===== config.mk =====
export PLATFORM = sky130hd
export DESIGN_NAME = md_unit
export DESIGN_NICKNAME = d
export VERILOG_FILES = /design/src/md_pkg.sv /design/src/md_div_core.sv /design/src/md_req_capture.sv /design/src/md_result_stage.sv /design/src/md_simd_mult.sv /design/src/md_unit.sv
export SDC_FILE = /design/constraint.sdc
export NUM_CORES = 2
export LEC_CHECK = 0
export BUFFER_PORTS_ARGS = -buffer_cell sky130_fd_sc_hd__buf_2
export CAP_MARGIN = 15
export CORE_MARGIN = 10
export CORE_UTILIZATION = 65
export CTS_CLUSTER_SIZE = 24
export DETAILED_ROUTE_END_ITERATION = 12
export PLACE_DENSITY_LB_ADDON = 0.12
export SYNTH_ARGS = -nofsm -noshare
export SYNTH_HDL_FRONTEND = slang
export SYNTH_SLANG_ARGS = --single-unit

===== constraint.sdc =====
create_clock -name clk_i -period 14.7 [get_ports clk_i]
set_input_delay 0.735 -clock clk_i [delete_from_list [all_inputs] [get_ports clk_i]]
set_output_delay 0.735 -clock clk_i [all_outputs]
set_load 0.05 [all_outputs]

===== src/md_pkg.sv =====
/*
 * Multiply/divide unit shared definitions
 * Widths, operation codes, divider FSM states and SIMD saturation constants
 */

package md_pkg;

  ////////////////////////////////////////////////////////////
  // Widths
  ////////////////////////////////////////////////////////////

  localparam int unsigned WordWidth = 32;

  // One quotient bit per compare step
  localparam int unsigned DivSteps = 32;

  // SIMD lane counts inside one word
  localparam int unsigned HalfLanes = 2;
  localparam int unsigned ByteLanes = 4;

  typedef logic [WordWidth-1:0] word_t;
  typedef logic [15:0]          half_t;
  typedef logic [7:0]           byte_t;
  typedef logic [4:0]           count_t;

  ////////////////////////////////////////////////////////////
  // Operations and divider states
  ////////////////////////////////////////////////////////////

  typedef enum logic [2:0] {
    OP_DIV   = 3'd0,
    OP_DIVU  = 3'd1,
    OP_REM   = 3'd2,
    OP_REMU  = 3'd3,
    OP_KHM16 = 3'd4,
    OP_KHM8  = 3'd5
  } md_op_e;

  typedef enum logic [2:0] {
    DIV_IDLE,
    DIV_ABS_A,
    DIV_ABS_B,
    DIV_COMP,
    DIV_SIGN,
    DIV_DONE
  } div_state_e;

  ////////////////////////////////////////////////////////////
  // Fractional saturation
  ////////////////////////////////////////////////////////////

  // -1.0 * -1.0 is the only product that leaves the Q range
  localparam half_t Q15Max = 16'h7fff;
  localparam half_t Q15Min = 16'h8000;
  localparam byte_t Q7Max  = 8'h7f;
  localparam byte_t Q7Min  = 8'h80;

endpackage


===== src/md_div_core.sv =====
/*
 * Iterative restoring divider, signed and unsigned
 * Returns quotient or remainder, with a shortcut for a zero divisor
 */

`timescale 1ns/1ps

module md_div_core (
  input  logic           clk_i,
  input  logic           rst_ni,

  input  logic           start_i,
  input  md_pkg::md_op_e op_i,
  input  md_pkg::word_t  a_i,
  input  md_pkg::word_t  b_i,

  output logic           done_o,
  output md_pkg::word_t  result_o
);

  md_pkg::div_state_e state_q;
  md_pkg::div_state_e state_d;
  md_pkg::count_t     count_q;

  md_pkg::word_t numer_q;
  md_pkg::word_t denom_q;
  md_pkg::word_t rem_q;
  md_pkg::word_t quot_q;
  md_pkg::word_t result_q;
  md_pkg::word_t sign_src;

  logic is_div;
  logic is_signed;
  logic sign_a;
  logic sign_b;
  logic negate;
  logic div_by_zero;
  logic ge;

  logic [md_pkg::WordWidth:0]   sub_a;
  logic [md_pkg::WordWidth:0]   sub_b;
  logic [md_pkg::WordWidth+1:0] diff;

  ////////////////////////////////////////////////////////////
  // Operation decode
  ////////////////////////////////////////////////////////////

  assign is_div    = (op_i == md_pkg::OP_DIV) || (op_i == md_pkg::OP_DIVU);
  assign is_signed = (op_i == md_pkg::OP_DIV) || (op_i == md_pkg::OP_REM);

  assign sign_a      = a_i[md_pkg::WordWidth-1] & is_signed;
  assign sign_b      = b_i[md_pkg::WordWidth-1] & is_signed;
  assign div_by_zero = (b_i == '0);

  // Quotient takes the xor of signs, remainder follows the dividend
  assign negate   = is_div ? (sign_a ^ sign_b) : sign_a;
  assign sign_src = is_div ? quot_q : rem_q;

  ////////////////////////////////////////////////////////////
  // Subtractor
  ////////////////////////////////////////////////////////////

  // Negation in ABS and SIGN, trial subtract in COMP
  always_comb begin
    sub_a = '0;
    sub_b = {1'b0, a_i};
    unique case (state_q)
      md_pkg::DIV_ABS_B: begin
        sub_b = {1'b0, b_i};
      end
      md_pkg::DIV_COMP: begin
        sub_a = {rem_q, numer_q[md_pkg::WordWidth-1]};
        sub_b = {1'b0, denom_q};
      end
      md_pkg::DIV_SIGN: begin
        sub_b = {1'b0, sign_src};
      end
      default: begin
      end
    endcase
  end

  assign diff = {1'b0, sub_a} - {1'b0, sub_b};

  // No borrow means the shifted remainder covers the divisor
  assign ge = ~diff[md_pkg::WordWidth+1];

  ////////////////////////////////////////////////////////////
  // FSM
  ////////////////////////////////////////////////////////////

  always_comb begin
    state_d = state_q;
    unique case (state_q)
      md_pkg::DIV_IDLE: begin
        if (start_i) begin
          state_d = div_by_zero ? md_pkg::DIV_DONE : md_pkg::DIV_ABS_A;
        end
      end
      md_pkg::DIV_ABS_A: state_d = md_pkg::DIV_ABS_B;
      md_pkg::DIV_ABS_B: state_d = md_pkg::DIV_COMP;
      md_pkg::DIV_COMP: begin
        if (count_q == '0) begin
          state_d = md_pkg::DIV_SIGN;
        end
      end
      md_pkg::DIV_SIGN: state_d = md_pkg::DIV_DONE;
      default:          state_d = md_pkg::DIV_IDLE;
    endcase
  end

  always_ff @(posedge clk_i or negedge rst_ni) begin
    if (!rst_ni) begin
      state_q <= md_pkg::DIV_IDLE;
      count_q <= '0;
    end else begin
      state_q <= state_d;
      if (state_q == md_pkg::DIV_ABS_B) begin
        count_q <= md_pkg::count_t'(md_pkg::DivSteps - 1);
      end else if (state_q == md_pkg::DIV_COMP) begin
        count_q <= count_q - 1'b1;
      end
    end
  end

  ////////////////////////////////////////////////////////////
  // Datapath
  ////////////////////////////////////////////////////////////

  always_ff @(posedge clk_i) begin
    unique case (state_q)
      md_pkg::DIV_IDLE: begin
        // Zero divisor: all ones quotient, remainder is the dividend
        if (start_i && div_by_zero) begin
          result_q <= is_div ? '1 : a_i;
        end
      end
      md_pkg::DIV_ABS_A: begin
        numer_q <= sign_a ? diff[md_pkg::WordWidth-1:0] : a_i;
        rem_q   <= '0;
        quot_q  <= '0;
      end
      md_pkg::DIV_ABS_B: begin
        denom_q <= sign_b ? diff[md_pkg::WordWidth-1:0] : b_i;
      end
      md_pkg::DIV_COMP: begin
        rem_q   <= ge ? diff[md_pkg::WordWidth-1:0] : sub_a[md_pkg::WordWidth-1:0];
        quot_q  <= {quot_q[md_pkg::WordWidth-2:0], ge};
        numer_q <= {numer_q[md_pkg::WordWidth-2:0], 1'b0};
      end
      md_pkg::DIV_SIGN: begin
        result_q <= negate ? diff[md_pkg::WordWidth-1:0] : sign_src;
      end
      default: begin
      end
    endcase
  end

  assign done_o   = (state_q == md_pkg::DIV_DONE);
  assign result_o = result_q;

endmodule


===== src/md_req_capture.sv =====
/*
 * Request capture for the multiply/divide unit
 * Latches operation and operands and starts the selected engine
 */

`timescale 1ns/1ps

module md_req_capture (
  input  logic           clk_i,
  input  logic           rst_ni,

  input  logic           req_i,
  input  md_pkg::md_op_e op_i,
  input  md_pkg::word_t  a_i,
  input  md_pkg::word_t  b_i,
  input  logic           ack_i,

  output md_pkg::md_op_e op_o,
  output md_pkg::word_t  a_o,
  output md_pkg::word_t  b_o,
  output logic           div_start_o,
  output logic           mult_start_o
);

  logic           busy_q;
  logic           released_q;
  logic           op_is_mult;
  logic           accept;
  logic           div_start_q;
  logic           mult_start_q;
  md_pkg::md_op_e op_q;
  md_pkg::word_t  a_q;
  md_pkg::word_t  b_q;

  // SIMD multiplies go to the multiplier, everything else divides
  assign op_is_mult = (op_i == md_pkg::OP_KHM16) || (op_i == md_pkg::OP_KHM8);

  assign accept = !busy_q && req_i;

  ////////////////////////////////////////////////////////////
  // Handshake tracking
  ////////////////////////////////////////////////////////////

  // released_q remembers that req_i dropped, so a new req_i that
  // arrives right after ack_i falls is not mistaken for the old one
  always_ff @(posedge clk_i or negedge rst_ni) begin
    if (!rst_ni) begin
      busy_q       <= 1'b0;
      released_q   <= 1'b0;
      div_start_q  <= 1'b0;
      mult_start_q <= 1'b0;
    end else begin
      div_start_q  <= accept && !op_is_mult;
      mult_start_q <= accept && op_is_mult;
      if (accept) begin
        busy_q     <= 1'b1;
        released_q <= 1'b0;
      end else if (busy_q) begin
        if ((released_q || !req_i) && !ack_i) begin
          busy_q     <= 1'b0;
          released_q <= 1'b0;
        end else if (!req_i) begin
          released_q <= 1'b1;
        end
      end
    end
  end

  // Operands stay put for the whole transaction
  always_ff @(posedge clk_i) begin
    if (accept) begin
      op_q <= op_i;
      a_q  <= a_i;
      b_q  <= b_i;
    end
  end

  assign op_o         = op_q;
  assign a_o          = a_q;
  assign b_o          = b_q;
  assign div_start_o  = div_start_q;
  assign mult_start_o = mult_start_q;

endmodule


===== src/md_result_stage.sv =====
/*
 * Result stage of the multiply/divide unit
 * Holds the finished result and drives the four-phase acknowledge
 */

`timescale 1ns/1ps

module md_result_stage (
  input  logic          clk_i,
  input  logic          rst_ni,

  input  logic          req_i,

  input  logic          div_done_i,
  input  md_pkg::word_t div_result_i,
  input  logic          mult_done_i,
  input  md_pkg::word_t mult_result_i,
  input  logic          mult_ov_i,

  output logic          ack_o,
  output md_pkg::word_t result_o,
  output logic          ov_o
);

  logic          ack_q;
  logic          ov_q;
  md_pkg::word_t result_q;

  // Only one engine finishes per transaction
  always_ff @(posedge clk_i or negedge rst_ni) begin
    if (!rst_ni) begin
      ack_q    <= 1'b0;
      ov_q     <= 1'b0;
      result_q <= '0;
    end else begin
      if (div_done_i) begin
        result_q <= div_result_i;
        ov_q     <= 1'b0;
        ack_q    <= 1'b1;
      end else if (mult_done_i) begin
        result_q <= mult_result_i;
        ov_q     <= mult_ov_i;
        ack_q    <= 1'b1;
      end else if (ack_q && !req_i) begin
        // Requester has let go, close the handshake
        ack_q <= 1'b0;
      end
    end
  end

  assign ack_o    = ack_q;
  assign result_o = result_q;
  assign ov_o     = ov_q;

endmodule


===== src/md_simd_mult.sv =====
/*
 * Saturating fractional SIMD multiplier
 * Q15 halfword lanes or Q7 byte lanes, result registered one cycle
 */

`timescale 1ns/1ps

module md_simd_mult (
  input  logic           clk_i,
  input  logic           rst_ni,

  input  logic           start_i,
  input  md_pkg::md_op_e op_i,
  input  md_pkg::word_t  a_i,
  input  md_pkg::word_t  b_i,

  output logic           done_o,
  output md_pkg::word_t  result_o,
  output logic           ov_o
);

  md_pkg::word_t                 q15_word;
  md_pkg::word_t                 q7_word;
  logic [md_pkg::HalfLanes-1:0]  q15_sat;
  logic [md_pkg::ByteLanes-1:0]  q7_sat;
  logic                          sel_q7;
  logic                          done_q;
  logic                          ov_q;
  md_pkg::word_t                 result_q;

  ////////////////////////////////////////////////////////////
  // Lane products
  ////////////////////////////////////////////////////////////

  // Q15 lanes keep product bits 30:15
  for (genvar i = 0; i < md_pkg::HalfLanes; i++) begin : g_q15
    md_pkg::half_t      op_a;
    md_pkg::half_t      op_b;
    logic signed [31:0] prod;

    assign op_a       = a_i[i*$bits(md_pkg::half_t) +: $bits(md_pkg::half_t)];
    assign op_b       = b_i[i*$bits(md_pkg::half_t) +: $bits(md_pkg::half_t)];
    assign prod       = $signed(op_a) * $signed(op_b);
    assign q15_sat[i] = (op_a == md_pkg::Q15Min) && (op_b == md_pkg::Q15Min);
    assign q15_word[i*$bits(md_pkg::half_t) +: $bits(md_pkg::half_t)] =
        q15_sat[i] ? md_pkg::Q15Max : prod[30:15];
  end

  // Q7 lanes keep product bits 14:7
  for (genvar i = 0; i < md_pkg::ByteLanes; i++) begin : g_q7
    md_pkg::byte_t      op_a;
    md_pkg::byte_t      op_b;
    logic signed [15:0] prod;

    assign op_a      = a_i[i*$bits(md_pkg::byte_t) +: $bits(md_pkg::byte_t)];
    assign op_b      = b_i[i*$bits(md_pkg::byte_t) +: $bits(md_pkg::byte_t)];
    assign prod      = $signed(op_a) * $signed(op_b);
    assign q7_sat[i] = (op_a == md_pkg::Q7Min) && (op_b == md_pkg::Q7Min);
    assign q7_word[i*$bits(md_pkg::byte_t) +: $bits(md_pkg::byte_t)] =
        q7_sat[i] ? md_pkg::Q7Max : prod[14:7];
  end

  assign sel_q7 = (op_i == md_pkg::OP_KHM8);

  ////////////////////////////////////////////////////////////
  // Output register
  ////////////////////////////////////////////////////////////

  always_ff @(posedge clk_i or negedge rst_ni) begin
    if (!rst_ni) begin
      done_q <= 1'b0;
    end else begin
      done_q <= start_i;
    end
  end

  always_ff @(posedge clk_i) begin
    if (start_i) begin
      result_q <= sel_q7 ? q7_word : q15_word;
      ov_q     <= sel_q7 ? (|q7_sat) : (|q15_sat);
    end
  end

  assign done_o   = done_q;
  assign result_o = result_q;
  assign ov_o     = ov_q;

endmodule


===== src/md_unit.sv =====
/*
 * Multiply/divide unit top level
 * Four-phase req/ack port around an iterative divider and a SIMD multiplier
 */

`timescale 1ns/1ps

module md_unit (
  input  logic           clk_i,
  input  logic           rst_ni,

  input  logic           req_i,
  input  md_pkg::md_op_e op_i,
  input  md_pkg::word_t  a_i,
  input  md_pkg::word_t  b_i,

  output logic           ack_o,
  output md_pkg::word_t  result_o,
  output logic           ov_o
);

  md_pkg::md_op_e op_q;
  md_pkg::word_t  a_q;
  md_pkg::word_t  b_q;
  logic           div_start;
  logic           mult_start;

  logic           div_done;
  md_pkg::word_t  div_result;
  logic           mult_done;
  md_pkg::word_t  mult_result;
  logic           mult_ov;

  md_req_capture u_req_capture (
    .clk_i        (clk_i),
    .rst_ni       (rst_ni),
    .req_i        (req_i),
    .op_i         (op_i),
    .a_i          (a_i),
    .b_i          (b_i),
    .ack_i        (ack_o),
    .op_o         (op_q),
    .a_o          (a_q),
    .b_o          (b_q),
    .div_start_o  (div_start),
    .mult_start_o (mult_start)
  );

  md_div_core u_div_core (
    .clk_i    (clk_i),
    .rst_ni   (rst_ni),
    .start_i  (div_start),
    .op_i     (op_q),
    .a_i      (a_q),
    .b_i      (b_q),
    .done_o   (div_done),
    .result_o (div_result)
  );

  md_simd_mult u_simd_mult (
    .clk_i    (clk_i),
    .rst_ni   (rst_ni),
    .start_i  (mult_start),
    .op_i     (op_q),
    .a_i      (a_q),
    .b_i      (b_q),
    .done_o   (mult_done),
    .result_o (mult_result),
    .ov_o     (mult_ov)
  );

  md_result_stage u_result_stage (
    .clk_i         (clk_i),
    .rst_ni        (rst_ni),
    .req_i         (req_i),
    .div_done_i    (div_done),
    .div_result_i  (div_result),
    .mult_done_i   (mult_done),
    .mult_result_i (mult_result),
    .mult_ov_i     (mult_ov),
    .ack_o         (ack_o),
    .result_o      (result_o),
    .ov_o          (ov_o)
  );

endmodule


Yosys cells after proc, flatten, opt, wreduce, memory -nomap -nowiden

Index checks and enable logic that the tools add are counted.

$add $sub $neg: 2
Multiply operators: 6
Equality and inequality tests: 26
Muxes and demuxes: 42
Bitwise gates (word level): 4
Reductions and logical operators: 35

Operator list:

| operator               | number |
|---|---|
| $mux W32               | 10 |
| $pmux W32 S2           | 4 |
| $pmux W32 S3           | 1 |
| $eq A16 B16 Y1 const B | 4 |
| $eq A8 B8 Y1 const B   | 8 |
| $mul A16 B16 Y31       | 2 |
| $mul A8 B8 Y15         | 4 |
| $sub A33 B32 Y34       | 1 |
| $mux W33               | 1 |
| $logic_not A32 Y1      | 1 |
| $mux W16               | 2 |
| $mux W8                | 4 |
| $eq A3 B3 Y1 const B   | 5 |
| $pmux W3 S5            | 1 |
| $mux W1                | 14 |
| $logic_and A1 B1 Y1    | 12 |
| $mux W5                | 2 |
| $reduce_bool A2 Y1     | 5 |
| $eq A3 B2 Y1 const B   | 3 |
| $mux W3                | 3 |
| $eq A3 B1 Y1 const B   | 2 |
| $logic_not A3 Y1       | 2 |
| $reduce_and A2 Y1      | 3 |
| $logic_not A5 Y1       | 1 |
| 12 further kinds       | 20 |

Flip-flop bits (word level): 307
Input port bits: 70
Output and inout bits: 34
Word-level logic and storage cells: 135

Depth between registers and ports, before layout

Depth in word-level cells: 7
Depth in mapped cells: 25

By module

From an unflattened synthesis, not the netlist that was laid out.

Cells, all modules: 4222
Area total of the unflattened synthesis: 41486.0 um^2

Modules (own cells, without submodules):

| module          | instances | cells each | area each (um^2) | seq. area each (um^2) |
|---|---|---|---|---|
| md_simd_mult    | 1         | 2825       | 26554.2          | 1016.0 |
| md_div_core     | 1         | 1173       | 11178.2          | 5004.8 |
| md_req_capture  | 1         | 80         | 2175.8           | 2112.0 |
| md_result_stage | 1         | 144        | 1577.8           | 850.8 |

Least setup slack after synthesis

OpenSTA, ideal clock, no wires.

Kind: reg-to-reg
From: register u_req_capture.a_q[31], in the netlist u_req_capture.a_o[31]
To: register u_simd_mult.result_q[31], in the netlist u_simd_mult.result_o[31], data pin
Arrival: 6.293 ns
Data required time: 14.436 ns
Slack: 8.143 ns
Cell stages (with the launch flop): 25
Buffers on the path: 2
Period minus slack after synthesis: 6.557 ns
Path through: edfxtp_1 -> clkbuf_1 -> clkbuf_1 -> nand2_1 -> inv_1 -> fa_1 -> inv_1 -> fa_1 -> inv_1 -> fa_1 -> fa_1 -> fa_1 -> inv_1 -> fa_1 -> inv_1 -> ha_1 -> a21oi_1 -> nor2b_1 -> o21ai_0 -> nand2b_1 -> a221o_1 -> a211o_1 -> a21oi_2 -> xnor2_1 -> o22ai_2

Word-level cells in the longest chain between the ends: 4
Elaborated cells between the ends (all ways): 9

Ends and longest elaborated chain:

| element                                                  | RTL line             | RTL |
|---|---|---|
| from (decl)                                              | md_req_capture.sv:32 | `md_pkg::word_t a_q;` |
| from (signal assigned)                                   | md_req_capture.sv:73 | `a_q <= a_i;` |
| branches (longest 3 deep; another with $mul A16 B16 Y31) | -                    |  |
| $mux W32 *                                               | md_simd_mult.sv:79   | `result_q <= sel_q7 ? q7_word : q15_word;` |
| to (signal assigned)                                     | md_simd_mult.sv:79   |  |
| to (decl)                                                | md_simd_mult.sv:29   | `md_pkg::word_t result_q;` |

Mark *: on every way between the ends.
A chain may end at the register's enable or synchronous reset.

Worst setup path after layout

From: register u_req_capture.b_q[17], in the netlist u_req_capture.b_o[17]
To: register u_simd_mult.result_q[31], in the netlist u_simd_mult.result_o[31], data pin

Word-level cells in the longest chain between the ends: 4
Elaborated cells between the ends (all ways): 5

Ends and longest elaborated chain:

| element                                                  | RTL line             | RTL |
|---|---|---|
| from (decl)                                              | md_req_capture.sv:33 | `md_pkg::word_t b_q;` |
| from (signal assigned)                                   | md_req_capture.sv:74 | `b_q <= b_i;` |
| branches (longest 2 deep; another with $mul A16 B16 Y31) | -                    |  |
| $mux W16 *                                               | md_simd_mult.sv:46   | `q15_sat[i] ? md_pkg::Q15Max : prod[30:15];` |
| $mux W32 *                                               | md_simd_mult.sv:79   |  |

Marked as above.

==> impl_metrics.py <==
metrics = {
    "grt": {
        "grtUsageTotal": 0.2880,
        "grt_first_pass_wirelength_um": 167300,
        "grt_pass1_vias": 30310,
        "grt_start_max_net_pins": 88,
        "gr-total-overflow": 0,
        "antenna_found_initial": 1,
    },
    "synthesis": {
        "postSynthCellCount": 4224,
        "ys_seq_elements": 307,
        "ys_types": 85,
        "synth_nets": 5253,
        "syn_avg_cell_area_um2": 9.716,
        "yosysSeqAreaShare": 0.2189,
        "synth_edf_count": 260,
        "ys.flop_type": "edfxtp_1",
        "syn-cell-area_um2": 41040,
        "async_flop_share": 0.1531,
        "yosys_warnings": 0,
    },
    "cts": {
        "clk_pin_slew_worst_paths_ps": 70,
        "cts_tree": "built",
        "cts_made_buffers": 38,
        "cts_hold_buf": 0,
        "cts_num_sinks": 307,
        "root_buffer": "clkbuf_16",
        "insertion_delay_ps": 600,
        "clk_path_buf_depth": 3,
        "cts-htree-levels": 2,
        "ctsResizeCount": 0,
        "cts_setup_buffers": 0,
    },
    "die": {
        "rows": 92,
        "start_util": 0.6530,
        "coreArea_um2": 62850,
        "ios": 104,
        "die_w_um": 271.3,
        "fp.dieArea_um2": 73590,
        "dieHeight_um": 271.3,
    },
    "drt": {
        "vias": 29310,
        "drc": 0,
        "ant_nets": 0,
        "post_drt_via_cell_ratio": 5.778,
        "wl_um": 104400,
        "wl_per_cell_um": 20.58,
        "drt_iter0_markers": 2708,
        "drt_pass1_iterations": 6,
    },
    "placed_design": {
        "port_buffers": 103,
        "place_congestion": 0.9029,
        "dp_hpwl_um": 77260,
        "dp.cells": 5002,
    },
    "run": {
        "maxCapViolations": 0,
    },
    "timing": {
        "rsz0062_at_grt": "false",
        "fin_crit_sh": 0.4822,
        "maxSlewViolCount": 0,
        "relSlewSlack": 0.2257,
        "period_minus_slack_ps": 7088,
        "finalHoldViolCount": 0,
        "fin_tns_setup_ps": 0,
        "fmax_mhz": 141.1,
        "final-setup-viol-count": 0,
        "worst_slew_pin_slew_ps": 1160,
        "skew_ps": 42.20,
    },
    "worst_setup_path": {
        "worstSetupEndpointType": "register",
        "critical_path_class": "reg2reg",
        "worstPathRequired_ps": 15030,
        "r2r_slack_ps": 7610,
        "critPathCapture": "u_simd_mult.result_o[31]$_DFFE_PP_",
        "worstPathMaxFanout": 19,
        "startpoint": "u_req_capture.b_o[17]$_DFFE_PP_",
        "timing.rr.end": "u_simd_mult.result_o[31]$_DFFE_PP_",
        "rr_startpoint": "u_req_capture.b_o[17]$_DFFE_PP_",
        "r2r_cells": 20,
        "critPathLaunchType": "register",
        "critPathArrivalTime_ps": 7420,
    },
    "layout": {
        "final_layout_size_suffix_gt1_frac": 0.06768,
        "syn_to_final_growth_pct": 5.975,
        "final_cells": 5072,
        "nNetsFinal": 5225,
        "layout_commonest_cell": "inv_1",
        "antenna_cells": 0,
        "final_cell_mix": "854 x inv_1, 669 x fa_1, 384 x nand2_1",
    },
    "run_status": {
        "status": "completed",
    },
    "hold_path": {
        "hp-class": "in2reg",
    },
}
[metal layers]
metal | vias up | track usage | share of wire
li1 | 13240 | - | -
met1 | 14660 | 0.4054 | 0.42
met2 | 1221 | 0.4432 | 0.46
met3 | 190 | 0.05715 | 0.086
met4 | 0 | 0.09942 | 0.037
met5 | - | 0 | 0
[state kept, by name (all words and copies together) (netlist names), 5 cells and up]
signal,count
u_div_core.rem_q,32
u_req_capture.b_o,32
u_req_capture.a_o,32
u_simd_mult.result_o,32
u_div_core.quot_q,32
u_div_core.result_o,32
u_result_stage.result_o,32
u_div_core.numer_q,32
u_div_core.count_q,5
u_div_core.denom_q,32
[cell usage after synthesis (4+ instances only)]
cell,instances,share of area
a221oi_1,29,0.0062
dfrtp_1,47,0.029
nor3_1,58,0.0071
o21bai_1,14,0.0026
edfxtp_1,260,0.19
o31ai_1,6,0.0011
nor2b_1,11,0.0017
a211oi_1,14,0.0026
o21ai_1,28,0.0034
nor2_1,233,0.021
mux2i_1,75,0.018
xor2_1,36,0.0077
a41o_1,4,0.00098
or3_1,5,0.00076
a31oi_1,21,0.0032
a21oi_1,205,0.025
or2_2,5,0.00076
mux2_2,36,0.0099
o31a_1,4,0.00085
nand2b_1,44,0.0067
fa_1,669,0.33
o211ai_1,5,0.00091
o21a_1,13,0.0024
nor4_1,7,0.0011
a2bb2oi_1,6,0.0013
buf_1,9,0.00082
nand2_1,386,0.035
and2_1,270,0.041
and3_1,75,0.011
ha_1,290,0.088
nand4_1,7,0.0011
clkbuf_1,201,0.018
a21o_1,29,0.0053
nand3_1,18,0.0022
o21ai_0,71,0.0087
o22a_1,4,0.00085
or4_1,6,0.0011
inv_1,854,0.078
buf_2,6,0.00073
xnor2_1,93,0.020
[through the flow]
step                      hold slack (ps)  setup WS, ps  instance area (µm²)  utilization
after floorplan                     439.4          8143                41040            -
after global placement              479.2          7785                42200       0.6714
after detailed placement            486.1          7685                42230       0.6719
after CTS                           290.7          7637                43490       0.6920
after global routing                300.2          7182                43490       0.6920
final                               310.4          7612                43490       0.6920
[area by class of cell]
cell class,instances,area [µm²]
Multi-Input combinational cell,2844,28080
Fill cell,4923,19360
Tap cell,846,1059
Clock buffer,49,1042
Timing Repair Buffer,150,888.4
Clock inverter,21,224.0
Sequential cell,307,8990
Inverter,855,3209
[how the worst min path moves through the flow]
| stage | from | endpoint | slack (ps) | cells past startpoint |
|---|---|---|---|---|
| global placement | u_div_core.result_o[10]$_DFFE_PP_ | u_result_stage.result_o[10]$_DFFE_PN0P_ | 480 | 2 |
| global route | b_i[27] | u_req_capture.b_o[27]$_DFFE_PP_ | 300 | 1 |
| floorplan | rst_ni | u_div_core.count_q[0]$_DFFE_PN0P_ | 440 | 0 |
| detailed placement | u_div_core.result_o[10]$_DFFE_PP_ | u_result_stage.result_o[10]$_DFFE_PN0P_ | 490 | 2 |
| CTS | b_i[31] | u_req_capture.b_o[31]$_DFFE_PP_ | 290 | 1 |
| finish | b_i[31] | u_req_capture.b_o[31]$_DFFE_PP_ | 310 | 1 |
[worst max-delay path, stage by stage (launching register included)]
cell      delay (ps)
edfxtp_1         710
nand2_1          230
inv_1            100
fa_1             730
fa_1             510
fa_1             510
fa_1             540
fa_1             510
inv_1             60
fa_1             480
inv_1             40
ha_1             340
a21o_1           180
a21o_1           170
a211oi_1         220
o21ai_1          260
a221o_1          460
a211o_1          350
a21oi_2          160
xnor2_1          140
o22ai_2           90
[kinds of logic (layout without fill, tap and decap cells)]
group,Yosys count,after routing,share of synthesized area
AND/OR/NAND/NOR,1143,1143,0.1355
buffers and inverters,1073,1075,0.09853
adder cells (fa/ha/maj),959,959,0.4147
AO/OA/AOI/OAI,500,500,0.07612
flip-flops,307,307,0.2189
XOR/XNOR,129,129,0.02753
multiplexers,113,113,0.02872
Power is not shown: default switching activity piles up to over one toggle a cycle in this logic, so the estimate is an artifact.
